File: config.mk
export PLATFORM = sky130hd
export DESIGN_NAME = tinker_writeback
export DESIGN_NICKNAME = d
export VERILOG_FILES = /design/src/rtl/tinker_pkg.sv /design/src/rtl/tinker_writeback.sv
export SDC_FILE = /design/constraint.sdc
export NUM_CORES = 1
export LEC_CHECK = 0
export CORE_ASPECT_RATIO = 1.5
export CORE_MARGIN = 5
export CORE_UTILIZATION = 44
export DETAILED_ROUTE_END_ITERATION = 10
export DONT_BUFFER_PORTS = 1
export PLACE_DENSITY = 0.71
export SKIP_CTS_REPAIR_TIMING = 1
export SYNTH_ARGS = -nofsm -noshare
export SYNTH_HDL_FRONTEND = slang
export SYNTH_SLANG_ARGS = --single-unit
File: constraint.sdc
create_clock -name clk -period 11.4 [get_ports clk]
set_clock_uncertainty 0.05 [all_clocks]
set_input_delay 1.14 -clock clk [delete_from_list [all_inputs] [get_ports clk]]
set_output_delay 1.14 -clock clk [all_outputs]
set_load 0.01 [all_outputs]
File: src/rtl/tinker_pkg.sv
package tinker_pkg;

    // basic widths
    localparam int ADDR_W    = 32;
    localparam int INSTR_W   = 32;
    localparam int DATA_W    = 64;
    localparam int REG_IDX_W = 5;
    localparam int OPCODE_W  = 5;
    localparam int LIT_W     = 12;
    localparam int NUM_REGS  = 32;

    typedef logic [ADDR_W-1:0]    addr_t;    // byte address
    typedef logic [INSTR_W-1:0]   instr_t;   // one instruction word
    typedef logic [DATA_W-1:0]    data_t;    // register / memory value
    typedef logic [REG_IDX_W-1:0] reg_idx_t; // register number
    typedef logic [OPCODE_W-1:0]  opcode_t;
    typedef logic [LIT_W-1:0]     lit_t;     // literal field

    // opcodes, bits [31:27] of the word
    localparam opcode_t OP_AND    = 5'h00;
    localparam opcode_t OP_OR     = 5'h01;
    localparam opcode_t OP_XOR    = 5'h02;
    localparam opcode_t OP_NOT    = 5'h03;
    localparam opcode_t OP_SHFTR  = 5'h04;
    localparam opcode_t OP_SHFTRI = 5'h05;
    localparam opcode_t OP_SHFTL  = 5'h06;
    localparam opcode_t OP_SHFTLI = 5'h07;
    localparam opcode_t OP_BR     = 5'h08; // pc = rd
    localparam opcode_t OP_BRR_RD = 5'h09; // pc = pc + rd
    localparam opcode_t OP_BRR_L  = 5'h0a; // pc = pc + sext(L)
    localparam opcode_t OP_BRNZ   = 5'h0b; // pc = rd if rs != 0
    localparam opcode_t OP_BRGT   = 5'h0e; // pc = rd if rs > rt, signed
    localparam opcode_t OP_HALT   = 5'h0f;
    localparam opcode_t OP_LOAD   = 5'h10; // rd = mem[rs + L]
    localparam opcode_t OP_MOV_RR = 5'h11;
    localparam opcode_t OP_MOV_RL = 5'h12; // low 12 bits of rd only
    localparam opcode_t OP_STORE  = 5'h13; // mem[rd + L] = rt
    localparam opcode_t OP_ADD    = 5'h18;
    localparam opcode_t OP_ADDI   = 5'h19;
    localparam opcode_t OP_SUB    = 5'h1a;
    localparam opcode_t OP_SUBI   = 5'h1b;
    localparam opcode_t OP_MUL    = 5'h1c;

    localparam instr_t NOP_INSTR   = 32'h8800_0000; // mov r0, r0
    localparam addr_t  INSTR_BYTES = 32'd4;         // pc step

    // control bits carried down the pipe
    typedef struct packed {
        logic reg_write;  // writes rd in WB
        logic mem_read;   // load, used by the hazard check
        logic mem_write;  // store in MEM
        logic mem_to_reg; // WB takes loaded data
        logic halt;
    } ctrl_t;

    typedef struct packed {
        ctrl_t    ctrl;
        opcode_t  opcode;
        reg_idx_t rd;
        reg_idx_t rs;
        reg_idx_t rt;
        lit_t     lit;
        data_t    rd_val; // raw regfile values, forwarding happens in EX
        data_t    rs_val;
        data_t    rt_val;
    } idex_t;

    typedef struct packed {
        ctrl_t    ctrl;
        data_t    alu_result; // also the memory address for load/store
        data_t    store_data;
        reg_idx_t rd_dest;
    } exmem_t;

    // writeback channel, also the MEM/WB forwarding source
    typedef struct packed {
        logic     we;
        reg_idx_t dest;
        data_t    data;
    } wb_t;

    typedef enum logic [1:0] {
        FWD_RF    = 2'd0,
        FWD_EXMEM = 2'd1,
        FWD_MEMWB = 2'd2
    } fwd_sel_t;

    typedef struct packed {
        logic  we;    // store strobe
        addr_t addr;  // byte address, 8 bytes little endian
        data_t wdata;
    } dmem_req_t;

endpackage

File: src/rtl/tinker_writeback.sv
`timescale 1ns/1ns

module tinker_writeback (
    input  logic               clk,
    input  logic               reset,
    input  tinker_pkg::exmem_t exmem,
    input  tinker_pkg::data_t  dmem_rdata, // load data at exmem address
    output tinker_pkg::wb_t    wb,
    output logic               hlt
);

    typedef struct packed {
        tinker_pkg::ctrl_t    ctrl;
        tinker_pkg::data_t    alu_result;
        tinker_pkg::data_t    mem_data;
        tinker_pkg::reg_idx_t dest;
    } memwb_t;

    memwb_t memwb;

    // MEM/WB register
    always_ff @(posedge clk or posedge reset) begin
        if (reset) begin
            memwb <= '0;
        end else begin
            memwb.ctrl       <= exmem.ctrl;
            memwb.alu_result <= exmem.alu_result;
            memwb.mem_data   <= dmem_rdata; // only meaningful for loads
            memwb.dest       <= exmem.rd_dest;
        end
    end

    // result select
    always_comb begin
        wb.we   = memwb.ctrl.reg_write;
        wb.dest = memwb.dest;
        wb.data = memwb.ctrl.mem_to_reg ? memwb.mem_data : memwb.alu_result;
    end

    assign hlt = memwb.ctrl.halt; // one cycle, while halt sits in MEM/WB

endmodule

==> results of run 1 <==
[cells by family after synthesis]
logic type | share of synthesized area (%)
flip-flops | 75.14
multiplexers | 20.88
buffers and inverters | 3.978
[cell type report]
class,instances,area (µm²)
Tap cell,117,146.4
Clock buffer,19,442.9
Fill cell,764,4961
Inverter,1,6.256
Multi-Input combinational cell,64,945.9
Sequential cell,136,3407
Clock inverter,13,143.9
Timing Repair Buffer,3,22.52
Antenna cell,1,2.502
[per-layer routing]
metal  routed length (µm)  GRT usage [%]  vias up
li1                     -              -      729
met4                   91          6.357        0
met3                  905          7.127        5
met1                 2673          13.91      872
met2                 4308          21.24      120
met5                    0              0        -
[where the power goes]
group | switching [mW] | internal [mW] | leakage, nW
Combinational | 0.0300 | 0.0277 | 0.527
Sequential | 0.0105 | 0.508 | 1.58
Clock | 0.194 | 0.330 | 0.277
[sequential cells by signal, summed over array words and instances, names as in the netlist]
| name | flops |
|---|---|
| memwb | 129 |
| wb | 6 |
| hlt | 1 |
[placed cells by master, fill, tap and decap left out]
cell type     n
dfrtp_1     135
clkinvlp_4    4
mux2_2        4
bufinv_16     2
clkbuf_16    17
mux2_4       60
buf_4         3
diode_2       1
clkinv_4      1
clkbuf_8      1
clkinv_2      2
inv_6         4
dfrtp_4       1
inv_4         1
clkbuf_1      1
[per-stage QoR]
step,instances,hold slack (ns),power [mW]
final,354,0.4841,1.100
after global placement,321,0.8945,0.5843
after global routing,353,0.4756,1.146
after floorplan,214,1.121,0.5800
after CTS,353,0.4719,1.117
after detailed placement,321,0.9019,0.5863
[worst paths after layout]
path	slack, ns	to	cells past startpoint
worst max-delay path	7.92	wb[0]	2
worst min-delay path	0.48	memwb[100]	1
max in group asynchronous	9.82	memwb[134]	2
min in group clk	0.72	memwb[100]	0
==> results.py, run 1 <==
metrics = {
    "worst_setup_path": {
        "path_buf_inv": 1,
        "cp-start-kind": "flop",
        "arrival_ns": 2.29,
        "crit_path_top_delay_cell": "dfrtp_4",
        "crit_fanout": 33,
        "setup.worst_path.start": "memwb[134]",
        "cpPeakStageDelay_ns": 0.80,
        "crit_path_cell_trace": "buf_4 > mux2_2",
        "critPathRequiredTime_ns": 10.21,
        "critical_path_class": "flop to primary output",
        "cpLargestDelayFamily": "flip-flops",
        "worstSetupEndpointType": "primary output",
    },
    "cells_and_area": {
        "utilization_pct": 50.78,
        "nets": 427,
        "design_area_um2": 5117,
        "syn_to_final_growth_pct": 12.98,
        "drive_gt1_share_pct": 42.37,
    },
    "yosys": {
        "synth-edff-count": 0,
        "syn_nets": 418,
        "synthTopCellsByCount": "dfrtp_1 (136), mux2_4 (60), buf_12 (6), buf_4 (6), mux2_2 (4)",
        "synthArstFlopShare_pct": 100.0,
        "syn_inst": 214,
        "synth_top_area_cell": "dfrtp_1",
        "yosys.cell_count.top_type": "dfrtp_1",
        "synth_top_cell_area_share_pct": 75.14,
        "synth.area.top_cells": "dfrtp_1 (75%), mux2_4 (20%), buf_12 (2.7%), buf_4 (0.99%), mux2_2 (0.99%)",
        "ys.warnings.count": 0,
        "synth_flop_cell": "dfrtp_1",
        "ys_seq_area_share_pct": 75.14,
        "synth_area_um2": 4529,
        "ys_ff_latch": 136,
        "synth_area_per_cell_um2": 21.17,
        "ys_types": 7,
    },
    "place": {
        "preCtsSetupSlack_ns": 8.299,
        "routabilityCongestion": 0.6450,
        "placed_area_um2": 4528,
        "dpl.hpwl_mm": 6.082,
        "port_buffers": 0,
    },
    "detailed_routing": {
        "route.detailed.drc": 0,
        "drt_iter0_drc": 37,
        "postRouteAntennaNets": 0,
        "first_pass_iters": 4,
        "via_count": 1726,
        "wire_per_inst_um": 22.54,
        "wirelength_mm": 7.978,
        "via_per_inst": 4.876,
    },
    "timing": {
        "fin_crit_ns": 3.476,
        "slew_headroom_pct": 51.15,
        "hold_violations": 0,
        "finalSetupViolCount": 0,
        "fmax_ghz": 0.2877,
        "fin_setup_tns_ns": 0,
        "rsz0062_at_grt": "no",
        "maxSlewViolCount": 0,
        "tightest_slew_ns": 0.7327,
        "setup_slack_ns": 7.924,
        "period_share_pct": 30.49,
    },
    "floorplan": {
        "die_y_um": 134.3,
        "die_x_um": 92.84,
        "dieArea_um2": 12460,
        "core_um2": 10080,
        "start_util_pct": 44.94,
        "io-pin-count": 275,
        "rows": 45,
    },
    "cts": {
        "htree_levels": 4,
        "cts-root-buf": "clkbuf_16",
        "clk_pin_slew_ns": 0.06,
        "cts_buffers": 17,
        "cts_tree": "built",
        "clkSinkCount": 136,
        "clockBufferDepth": 2,
    },
    "global_route": {
        "overflow": 0,
        "track_usage_pct": 13.15,
        "antenna_found_initial": 1,
        "grt_pass1_wl_mm": 11.81,
        "grt_start_max_net_pins": 64,
        "first_global_vias": 2071,
    },
    "power_and_ir_drop": {
        "p_per_area_nw_per_um2": 214.9,
        "ir_drop_v": 0.0001123,
        "leakage_nw": 2.388,
    },
    "hold_path": {
        "hp-class": "primary input to async pin",
    },
    "run_status": {
        "status": "finished, final reports clean",
    },
    "run": {
        "drv_cap": 0,
    },
}
Power figures use the tool's default switching activity.
==> inputs of run 2 (changes only) <==
- ABC_AREA: unset -> 1
- PLACE_DENSITY: 0.71 -> 0.73
- clock period: 11.4 -> 2.9 ns (I/O delays scaled with it)
==> run 2 against run 1 <==
Against the previous run:
- the flow now stops in global routing (5_1_grt)
- area after synthesis is 5.1% lower
- synthesized cell count is 63% higher
==> results.py, run 2 <==
metrics = {
    "place": {
        "placed_area_um2": 4343,
        "dpl.hpwl_mm": 6.460,
        "port_buffers": 0,
        "routabilityCongestion": 0.7090,
    },
    "yosys": {
        "ys_types": 7,
        "ys_ff_latch": 136,
        "syn_nets": 553,
        "synth-edff-count": 0,
        "synth_flop_cell": "dfrtp_1",
        "synthTopCellsByCount": "nand2_1 (192), dfrtp_1 (136), buf_4 (7), buf_2 (6), clkbuf_8 (6)",
        "synth_area_um2": 4297,
        "yosys.area_share.xor_xnor_pct": 0,
        "synth.area.top_cells": "dfrtp_1 (79%), nand2_1 (17%), clkbuf_8 (1.9%), buf_4 (1.2%), buf_2 (0.70%)",
        "ys_seq_area_share_pct": 79.21,
        "synth_top_cell_area_share_pct": 79.21,
        "synth-simple-area-share_pct": 16.77,
        "synth_compound_area_share_pct": 0,
        "ys.warnings.count": 0,
        "synth_top_family_by_area": "simple AND/OR/NAND/NOR gates",
        "synth_top_area_cell": "dfrtp_1",
        "syn_inst": 349,
        "synth_area_per_cell_um2": 12.31,
        "synthArstFlopShare_pct": 100.0,
        "yosys.cell_count.top_type": "nand2_1",
        "synthMuxAreaShare_pct": 0,
        "synth-adder-area-share_pct": 0,
    },
    "run_status": {
        "flow.stopped_at": "global routing (5_1_grt)",
        "status": "stopped before the end",
        "stop_error": "[ERROR RSZ-0060] Max buffer count reached.",
    },
    "cts": {
        "cts_buffers": 17,
        "htree_levels": 4,
        "clockBufferDepth": 2,
        "clkSinkCount": 136,
        "cts-root-buf": "clkbuf_16",
    },
    "floorplan": {
        "io-pin-count": 275,
        "start_util_pct": 44.60,
        "die_x_um": 90.69,
        "rows": 44,
        "die_y_um": 131.0,
    },
    "global_route": {
        "grt_start_max_net_pins": 65,
    },
}
==> run 2: cell count changes after synthesis, sizes merged <==
cell    delta
inv        +1
mux2      -64
clkbuf     +6
nand2    +192
==> run 2: stage by stage <==
| step | cells | setup slack, ns |
|---|---|---|
| 2_1_floorplan | 349 | 0.8669 |
| 3_3_place_gp | 450 | 1.114 |
| 3_5_place_dp | 450 | 1.078 |
| 4_1_cts | 482 | 0.6427 |
==> run 2: kinds of logic after synthesis <==
family,after synthesis
and+or+nand+nor,192
DFF,136
buffers and inverters,21
==> inputs of run 3 (changes only) <==
- CORE_ASPECT_RATIO: 1.5 -> unset
- CORE_UTILIZATION: 44 -> 29
- PLACE_DENSITY: 0.73 -> unset
- PLACE_DENSITY_LB_ADDON: unset -> 0.15
- clock period: 2.9 -> 3.77 ns (I/O delays scaled with it)
==> run 3 against run 2 <==
Against the previous run:
- the run again fails in global routing (5_1_grt)
- area after synthesis unchanged
- synthesized cell count unchanged
==> results.py, run 3 <==
metrics = {
    "cts": {
        "clockBufferDepth": 2,
        "cts_buffers": 17,
        "clkSinkCount": 136,
        "htree_levels": 4,
        "cts-root-buf": "clkbuf_16",
    },
    "yosys": {
        "synth-edff-count": 0,
        "ys_seq_area_share_pct": 79.21,
        "synth_area_um2": 4297,
        "synthTopCellsByCount": "nand2_1 (192), dfrtp_1 (136), buf_4 (7), buf_2 (6), clkbuf_8 (6)",
        "synthArstFlopShare_pct": 100.0,
        "syn_inst": 349,
        "synth_flop_cell": "dfrtp_1",
        "synth.area.top_cells": "dfrtp_1 (79%), nand2_1 (17%), clkbuf_8 (1.9%), buf_4 (1.2%), buf_2 (0.70%)",
        "synth_top_cell_area_share_pct": 79.21,
        "syn_nets": 553,
        "ys_ff_latch": 136,
        "ys_types": 7,
        "synth_area_per_cell_um2": 12.31,
        "yosys.cell_count.top_type": "nand2_1",
        "ys.warnings.count": 0,
        "synth_top_area_cell": "dfrtp_1",
    },
    "place": {
        "port_buffers": 0,
        "routabilityCongestion": 0.6654,
        "preCtsSetupSlack_ns": 1.626,
        "dpl.hpwl_mm": 6.523,
    },
    "global_route": {
        "grt_start_max_net_pins": 91,
    },
    "run_status": {
        "flow.stopped_at": "global routing (5_1_grt)",
        "stop_error": "[ERROR RSZ-0060] Max buffer count reached.",
        "status": "stopped before the end",
    },
    "floorplan": {
        "die_y_um": 131.7,
        "die_x_um": 131.7,
        "io-pin-count": 275,
        "rows": 44,
        "start_util_pct": 29.56,
    },
}
run 3: cell counts after synthesis:
Identical to the previous run, type by type.
run 3: metrics by stage:
stage	std cells	util (%)	hold slack, ns	instance area [µm²]
after detailed placement	517	30.29	0.3585	4402
after global placement	517	30.29	0.3585	4402
after CTS	549	34.31	-0.08908	4986
after floorplan	349	-	0.3584	4300
run 3: kinds of logic after synthesis:
family | count (synthesis) | share of synthesized area (%)
buf+inv | 21 | 4.019
flops | 136 | 79.21
simple gates | 192 | 16.77
