<file path="config.mk">
export PLATFORM = sky130hd
export DESIGN_NAME = tinker_decode
export DESIGN_NICKNAME = d
export VERILOG_FILES = /design/src/rtl/tinker_pkg.sv /design/src/rtl/tinker_decode.sv
export SDC_FILE = /design/constraint.sdc
export NUM_CORES = 1
export LEC_CHECK = 0
export BUFFER_PORTS_ARGS = -buffer_cell sky130_fd_sc_hd__buf_2
export CAP_MARGIN = 10
export CORE_ASPECT_RATIO = 0.6
export CORE_MARGIN = 2
export CORE_UTILIZATION = 30
export CTS_CLUSTER_SIZE = 14
export DETAILED_ROUTE_END_ITERATION = 8
export PLACE_DENSITY = 0.62
export SLEW_MARGIN = 20
export SYNTH_ARGS = -nofsm -noshare
export SYNTH_HDL_FRONTEND = slang
export SYNTH_SLANG_ARGS = --single-unit
</file>
<file path="constraint.sdc">
create_clock -name clk -period 9.22 [get_ports clk]
set_clock_uncertainty 0.15 [all_clocks]
set_input_delay 1.383 -clock clk [delete_from_list [all_inputs] [get_ports clk]]
set_output_delay 1.383 -clock clk [all_outputs]
set_load 0.02 [all_outputs]
</file>
<file path="src/rtl/tinker_pkg.sv">
package tinker_pkg;

    // basic widths
    localparam int ADDR_W    = 32;
    localparam int INSTR_W   = 32;
    localparam int DATA_W    = 64;
    localparam int REG_IDX_W = 5;
    localparam int OPCODE_W  = 5;
    localparam int LIT_W     = 12;
    localparam int NUM_REGS  = 32;

    typedef logic [ADDR_W-1:0]    addr_t;    // byte address
    typedef logic [INSTR_W-1:0]   instr_t;   // one instruction word
    typedef logic [DATA_W-1:0]    data_t;    // register / memory value
    typedef logic [REG_IDX_W-1:0] reg_idx_t; // register number
    typedef logic [OPCODE_W-1:0]  opcode_t;
    typedef logic [LIT_W-1:0]     lit_t;     // literal field

    // opcodes, bits [31:27] of the word
    localparam opcode_t OP_AND    = 5'h00;
    localparam opcode_t OP_OR     = 5'h01;
    localparam opcode_t OP_XOR    = 5'h02;
    localparam opcode_t OP_NOT    = 5'h03;
    localparam opcode_t OP_SHFTR  = 5'h04;
    localparam opcode_t OP_SHFTRI = 5'h05;
    localparam opcode_t OP_SHFTL  = 5'h06;
    localparam opcode_t OP_SHFTLI = 5'h07;
    localparam opcode_t OP_BR     = 5'h08; // pc = rd
    localparam opcode_t OP_BRR_RD = 5'h09; // pc = pc + rd
    localparam opcode_t OP_BRR_L  = 5'h0a; // pc = pc + sext(L)
    localparam opcode_t OP_BRNZ   = 5'h0b; // pc = rd if rs != 0
    localparam opcode_t OP_BRGT   = 5'h0e; // pc = rd if rs > rt, signed
    localparam opcode_t OP_HALT   = 5'h0f;
    localparam opcode_t OP_LOAD   = 5'h10; // rd = mem[rs + L]
    localparam opcode_t OP_MOV_RR = 5'h11;
    localparam opcode_t OP_MOV_RL = 5'h12; // low 12 bits of rd only
    localparam opcode_t OP_STORE  = 5'h13; // mem[rd + L] = rt
    localparam opcode_t OP_ADD    = 5'h18;
    localparam opcode_t OP_ADDI   = 5'h19;
    localparam opcode_t OP_SUB    = 5'h1a;
    localparam opcode_t OP_SUBI   = 5'h1b;
    localparam opcode_t OP_MUL    = 5'h1c;

    localparam instr_t NOP_INSTR   = 32'h8800_0000; // mov r0, r0
    localparam addr_t  INSTR_BYTES = 32'd4;         // pc step

    // control bits carried down the pipe
    typedef struct packed {
        logic reg_write;  // writes rd in WB
        logic mem_read;   // load, used by the hazard check
        logic mem_write;  // store in MEM
        logic mem_to_reg; // WB takes loaded data
        logic halt;
    } ctrl_t;

    typedef struct packed {
        ctrl_t    ctrl;
        opcode_t  opcode;
        reg_idx_t rd;
        reg_idx_t rs;
        reg_idx_t rt;
        lit_t     lit;
        data_t    rd_val; // raw regfile values, forwarding happens in EX
        data_t    rs_val;
        data_t    rt_val;
    } idex_t;

    typedef struct packed {
        ctrl_t    ctrl;
        data_t    alu_result; // also the memory address for load/store
        data_t    store_data;
        reg_idx_t rd_dest;
    } exmem_t;

    // writeback channel, also the MEM/WB forwarding source
    typedef struct packed {
        logic     we;
        reg_idx_t dest;
        data_t    data;
    } wb_t;

    typedef enum logic [1:0] {
        FWD_RF    = 2'd0,
        FWD_EXMEM = 2'd1,
        FWD_MEMWB = 2'd2
    } fwd_sel_t;

    typedef struct packed {
        logic  we;    // store strobe
        addr_t addr;  // byte address, 8 bytes little endian
        data_t wdata;
    } dmem_req_t;

endpackage

</file>
<file path="src/rtl/tinker_decode.sv">
`timescale 1ns/1ns

module tinker_decode (
    input  logic                 clk,
    input  logic                 reset,
    input  tinker_pkg::addr_t    pc_ifid,
    input  tinker_pkg::instr_t   instr_ifid,
    input  tinker_pkg::data_t    rd_val,
    input  tinker_pkg::data_t    rs_val,
    input  tinker_pkg::data_t    rt_val,
    output tinker_pkg::reg_idx_t rd_idx,
    output tinker_pkg::reg_idx_t rs_idx,
    output tinker_pkg::reg_idx_t rt_idx,
    output logic                 stall,
    output logic                 flush,
    output tinker_pkg::addr_t    branch_target,
    output tinker_pkg::idex_t    idex
);

    tinker_pkg::opcode_t op;
    tinker_pkg::lit_t    lit;
    tinker_pkg::ctrl_t   ctrl;
    tinker_pkg::idex_t   idex_next;
    tinker_pkg::addr_t   lit_sext;  // literal as a pc offset
    logic                take_branch;

    // field split
    assign op     = instr_ifid[31:27];
    assign rd_idx = instr_ifid[26:22];
    assign rs_idx = instr_ifid[21:17];
    assign rt_idx = instr_ifid[16:12];
    assign lit    = instr_ifid[11:0];

    assign lit_sext = {{(tinker_pkg::ADDR_W - tinker_pkg::LIT_W){lit[tinker_pkg::LIT_W-1]}}, lit};

    // control generation
    always_comb begin
        ctrl = '0;
        case (op)
            tinker_pkg::OP_AND, tinker_pkg::OP_OR, tinker_pkg::OP_XOR, tinker_pkg::OP_NOT,
            tinker_pkg::OP_SHFTR, tinker_pkg::OP_SHFTRI, tinker_pkg::OP_SHFTL,
            tinker_pkg::OP_SHFTLI, tinker_pkg::OP_MOV_RR, tinker_pkg::OP_MOV_RL,
            tinker_pkg::OP_ADD, tinker_pkg::OP_ADDI, tinker_pkg::OP_SUB, tinker_pkg::OP_SUBI,
            tinker_pkg::OP_MUL: begin
                ctrl.reg_write = 1'b1; // plain alu result to rd
            end
            tinker_pkg::OP_LOAD: begin
                ctrl.reg_write  = 1'b1;
                ctrl.mem_read   = 1'b1;
                ctrl.mem_to_reg = 1'b1;
            end
            tinker_pkg::OP_STORE: ctrl.mem_write = 1'b1;
            tinker_pkg::OP_HALT:  ctrl.halt      = 1'b1;
            default:              ctrl           = '0; // branches and dropped ops
        endcase
    end

    // branch decision, regfile values only
    always_comb begin
        take_branch   = 1'b0;
        branch_target = pc_ifid + tinker_pkg::INSTR_BYTES;
        case (op)
            tinker_pkg::OP_BR: begin
                take_branch   = 1'b1;
                branch_target = rd_val[tinker_pkg::ADDR_W-1:0];
            end
            tinker_pkg::OP_BRR_RD: begin
                take_branch   = 1'b1;
                branch_target = pc_ifid + rd_val[tinker_pkg::ADDR_W-1:0]; // relative
            end
            tinker_pkg::OP_BRR_L: begin
                take_branch   = 1'b1;
                branch_target = pc_ifid + lit_sext;
            end
            tinker_pkg::OP_BRNZ: begin
                take_branch   = (rs_val != '0);
                branch_target = rd_val[tinker_pkg::ADDR_W-1:0];
            end
            tinker_pkg::OP_BRGT: begin
                take_branch   = ($signed(rs_val) > $signed(rt_val));
                branch_target = rd_val[tinker_pkg::ADDR_W-1:0];
            end
            default: take_branch = 1'b0;
        endcase
    end

    // load in ID/EX feeding this instruction -> hold one cycle
    assign stall = idex.ctrl.mem_read && ((idex.rd == rs_idx) || (idex.rd == rt_idx));

    // branch redirects only once it is no longer held
    assign flush = take_branch && !stall;

    always_comb begin
        idex_next.ctrl   = ctrl;
        idex_next.opcode = op;
        idex_next.rd     = rd_idx;
        idex_next.rs     = rs_idx;
        idex_next.rt     = rt_idx;
        idex_next.lit    = lit;
        idex_next.rd_val = rd_val;
        idex_next.rs_val = rs_val;
        idex_next.rt_val = rt_val;
    end

    // ID/EX register
    always_ff @(posedge clk or posedge reset) begin
        if (reset) begin
            idex <= '0;
        end else if (stall) begin
            idex <= '0; // bubble, no control bits
        end else begin
            idex <= idex_next;
        end
    end

endmodule

</file>
==> summary.md <==
## Status
- outcome: finished, final reports clean

## Detailed routing
- final routed wirelength across all metal layers: 46500 um
- first-pass iteration count of the detailed router: 6
- First DRT Iteration DRCs: 894
- Final ANT Viol Nets: 0
- average wire per cell in the routed design: 20.6 um
- number of vias per cell: 4.95
- vias: 11186
- DRC errors left: 0

## Worst setup path
- element type at the critical path end: output pin
- category of the most critical setup path: in -> out
- data arrival time of the critical path: 6050 ps
- category of the worst setup path launch point: input pin
- WP data required: 7690 ps
- Max Fanout on Critical Path: 17

## Clock tree
- Sink Count: 228
- Max Buffers Root-to-Sink: 3
- CTS Root Cell: sky130_fd_sc_hd__clkbuf_16
- cts-stage hold buffer count: 0
- total CTS buffers: 24
- clock insertion delay at the later pin of the skew report: 530 ps
- CTS tree: yes
- CTS H-tree depth: 1
- number of instances resized during post-cts repair: 0
- setup fix buffers added after clock tree synthesis: 0
- clock-pin slew on the worst setup and hold paths: 70 ps

## Worst hold path
- classification of the worst-slack hold path: reg -> reg

## Synth
- combined area of all synthesized cells: 12100 sq um
- count of flip-flops with a built-in enable after synthesis: 0
- multiplexer share of the synthesized area: 0.0137
- most frequently used flop master after synthesis: sky130_fd_sc_hd__dfrtp_1
- synthesized-area fraction occupied by adder cells: 0.101
- synthesized area divided by synthesized cell count: 10.1 sq um
- area fraction in compound gates after synthesis: 0.128
- Cells after Synth: 1194
- number of nets in the synthesized netlist: 1549
- dominant combinational cell family by area after synthesis: simple AND/OR/NAND/NOR gates
- unique cell type count in the Yosys netlist: 61
- post-synthesis register bit count: 228
- area share of and/or/nand/nor cells after synthesis: 0.195
- sequential area share after synthesis: 0.472
- number of warnings issued by yosys: 0
- FFs w/ async S/R, synth: 1.00
- xor/xnor cell area share of the yosys netlist: 0.0450

## STA
- highest achievable clock rate: 132 MHz
- post-layout minimum cycle time: 7580 ps
- worst-case headroom to the max-slew limit: 0.319
- setup_tns: 0 ps
- Final Max Slew Viols: 0
- fraction of the cycle the final worst path needs: 0.822
- setup repair after global routing missed its margin: false
- slew at the pin closest to its max-slew limit: 1020 ps
- Hold Fails Final Rpt: 0
- total setup violations reported at the end of the flow: 0

## Layout
- flip-flop count of the largest register, all copies and words added: 228
- largest registers: idex (228)
- final core occ: 0.409
- ratio of cells with drive above 1 in the final layout: 0.353
- area occupied by multi-input gates: 5850 sq um
- Fill cells: 3925
- number of cells in the finished layout apart from fillers: 2258
- area overhead of the layout relative to synthesis: 33.3%
- largest register by flop count: idex
- Layout Nets: 2069
- register area: 5710 sq um
- area of all placed cells without fillers: 16100 sq um

## Floorplanning
- Core Area: 39400 sq um
- num ports: 536
- initial cell density of the core: 0.307
- placement row count: 56
- chip height: 159 um
- chip width: 263 um
- die footprint: 41900 sq um

## Pwr
- static power due to leakage: 0.00816 uW
- Power per Cell Area: 165 nW/um^2
- largest voltage drop on the vdd net: 0.106 mV

## Placement
- count of input and output buffers: 535
- detailed placer's ending HPWL: 37000 um
- cell area after placement: 15300 sq um
- post-placement cell count: 2210
- placer congestion estimate: 0.958

## Global route
- total routing resource utilization after global routing: 0.212
- vias in the first global route: 10883
- largest net degree at the start of global routing: 95
- leftover overflow at the end of global routing: 0
- first-pass GRT wire length: 68500 um
- number of antenna violations at the first check in global routing: 12

## Job
- Max-Cap Viols: 0

[routing by layer]
metal	part of all wire	vias up	track usage
met2	0.44	528	0.326
met4	0.037	2	0.0792
met1	0.44	5409	0.290
met5	0.00028	-	0
met3	0.081	86	0.0506
li1	-	5161	-
[critical path: stages]
cell and delay, ps:
sky130_fd_sc_hd__buf_2 140, sky130_fd_sc_hd__nor3b_2 320, sky130_fd_sc_hd__nand2_1 510, sky130_fd_sc_hd__nor2_1 890, sky130_fd_sc_hd__buf_4 310, sky130_fd_sc_hd__a21o_1 110
sky130_fd_sc_hd__ha_1 270, sky130_fd_sc_hd__a21o_1 220, sky130_fd_sc_hd__a21oi_1 160, sky130_fd_sc_hd__nor2b_1 70, sky130_fd_sc_hd__a311o_1 330, sky130_fd_sc_hd__a2111oi_1 660
sky130_fd_sc_hd__o21ai_0 190, sky130_fd_sc_hd__o41a_1 140, sky130_fd_sc_hd__o21ai_1 120, sky130_fd_sc_hd__buf_2 180
[where the power goes]
| part | switching, uW | total (uW) | internal [uW] |
|---|---|---|---|
| registers | 13.8 | 1070 | 1050 |
| clock network | 424 | 1010 | 585 |
| logic | 366 | 586 | 220 |
[cells by family after synthesis]
kind of cell | count (synthesis)
AOI/OAI and AO/OA | 221
xor gates and xnor gates | 62
adders and majority gates | 97
buffers and inverters | 128
DFF | 228
muxes | 15
and+or+nand+nor | 443
[synth_stat cells, types with 5 or more instances]
library cell / instances / share of area
sky130_fd_sc_hd__nor4_1: 19 / 0.0098
sky130_fd_sc_hd__dfrtp_1: 228 / 0.47
sky130_fd_sc_hd__mux2_2: 12 / 0.011
sky130_fd_sc_hd__and2_1: 164 / 0.085
sky130_fd_sc_hd__a22oi_1: 9 / 0.0056
sky130_fd_sc_hd__xnor2_1: 34 / 0.025
sky130_fd_sc_hd__o21ai_0: 33 / 0.014
sky130_fd_sc_hd__nand3_1: 26 / 0.011
sky130_fd_sc_hd__o21a_1: 6 / 0.0037
sky130_fd_sc_hd__and4_1: 6 / 0.0044
sky130_fd_sc_hd__a221oi_1: 17 / 0.012
sky130_fd_sc_hd__a21o_1: 53 / 0.033
sky130_fd_sc_hd__a31oi_1: 6 / 0.0031
sky130_fd_sc_hd__a21oi_1: 51 / 0.021
sky130_fd_sc_hd__and3_1: 13 / 0.0067
sky130_fd_sc_hd__clkbuf_1: 37 / 0.012
sky130_fd_sc_hd__nor3_1: 15 / 0.0062
sky130_fd_sc_hd__ha_1: 96 / 0.099
sky130_fd_sc_hd__o221ai_1: 6 / 0.0044
sky130_fd_sc_hd__nand4_1: 23 / 0.012
sky130_fd_sc_hd__a211oi_1: 7 / 0.0044
sky130_fd_sc_hd__nor2b_1: 9 / 0.0047
sky130_fd_sc_hd__inv_1: 73 / 0.023
sky130_fd_sc_hd__buf_4: 16 / 0.0099
sky130_fd_sc_hd__nor2_1: 103 / 0.032
sky130_fd_sc_hd__nand2_1: 51 / 0.016
sky130_fd_sc_hd__xor2_1: 28 / 0.020
sky130_fd_sc_hd__or3_1: 5 / 0.0026
[metrics by stage]
| step | power [uW] | setup WS, ps | hold slack [ps] |
|---|---|---|---|
| 3_5_place_dp | 1670 | 1750 | 744 |
| 2_1_floorplan | 1430 | 1440 | 745 |
| 4_1_cts | 2690 | 1720 | 767 |
| 5_1_grt | 2790 | 1310 | 789 |
| 6_report | 2660 | 1640 | 740 |
| 3_3_place_gp | 1660 | 1870 | 741 |
[layout by cell type (no fill, tap or decap), types with 7 or more instances in the layout]
cell / count
sky130_fd_sc_hd__a211oi_1: 7
sky130_fd_sc_hd__a21o_1: 53
sky130_fd_sc_hd__a21oi_1: 51
sky130_fd_sc_hd__a221oi_1: 17
sky130_fd_sc_hd__a22oi_1: 9
sky130_fd_sc_hd__and2_1: 164
sky130_fd_sc_hd__and3_1: 13
sky130_fd_sc_hd__buf_2: 535
sky130_fd_sc_hd__buf_4: 14
sky130_fd_sc_hd__clkbuf_16: 24
sky130_fd_sc_hd__dfrtp_1: 228
sky130_fd_sc_hd__ha_1: 96
sky130_fd_sc_hd__inv_1: 71
sky130_fd_sc_hd__mux2_2: 12
sky130_fd_sc_hd__nand2_1: 51
sky130_fd_sc_hd__nand3_1: 26
sky130_fd_sc_hd__nand4_1: 23
sky130_fd_sc_hd__nor2_1: 103
sky130_fd_sc_hd__nor2b_1: 9
sky130_fd_sc_hd__nor3_1: 14
sky130_fd_sc_hd__nor4_1: 19
sky130_fd_sc_hd__o21ai_0: 33
sky130_fd_sc_hd__xnor2_1: 34
sky130_fd_sc_hd__xor2_1: 28
[cell type report]
cell class | count | area share
clock inverters | 7 | 0.00661
diodes | 6 | 0.000933
flip-flops and latches | 228 | 0.355
clock buffers | 35 | 0.0436
inverters | 73 | 0.0175
multi-input cells | 838 | 0.363
well taps | 522 | 0.0406
repair buffers | 549 | 0.173
[worst paths after layout]
check	cells after the start	slack [ps]	startpoint	end
min in group asynchronous	2	750	reset	idex[124]$_DFF_PP0_
max in group asynchronous	3	6730	reset	idex[40]$_DFF_PP0_
worst min-delay path	2	740	idex[227]$_DFF_PP0_	idex[0]$_DFF_PP0_
worst max-delay path	16	1640	instr_ifid[30]	branch_target[30]
worst min register to register	2	740	idex[227]$_DFF_PP0_	idex[0]$_DFF_PP0_
worst max register to register	7	6000	idex[215]$_DFF_PP0_	idex[210]$_DFF_PP0_
Note: power is estimated with default switching activity, not from simulation.
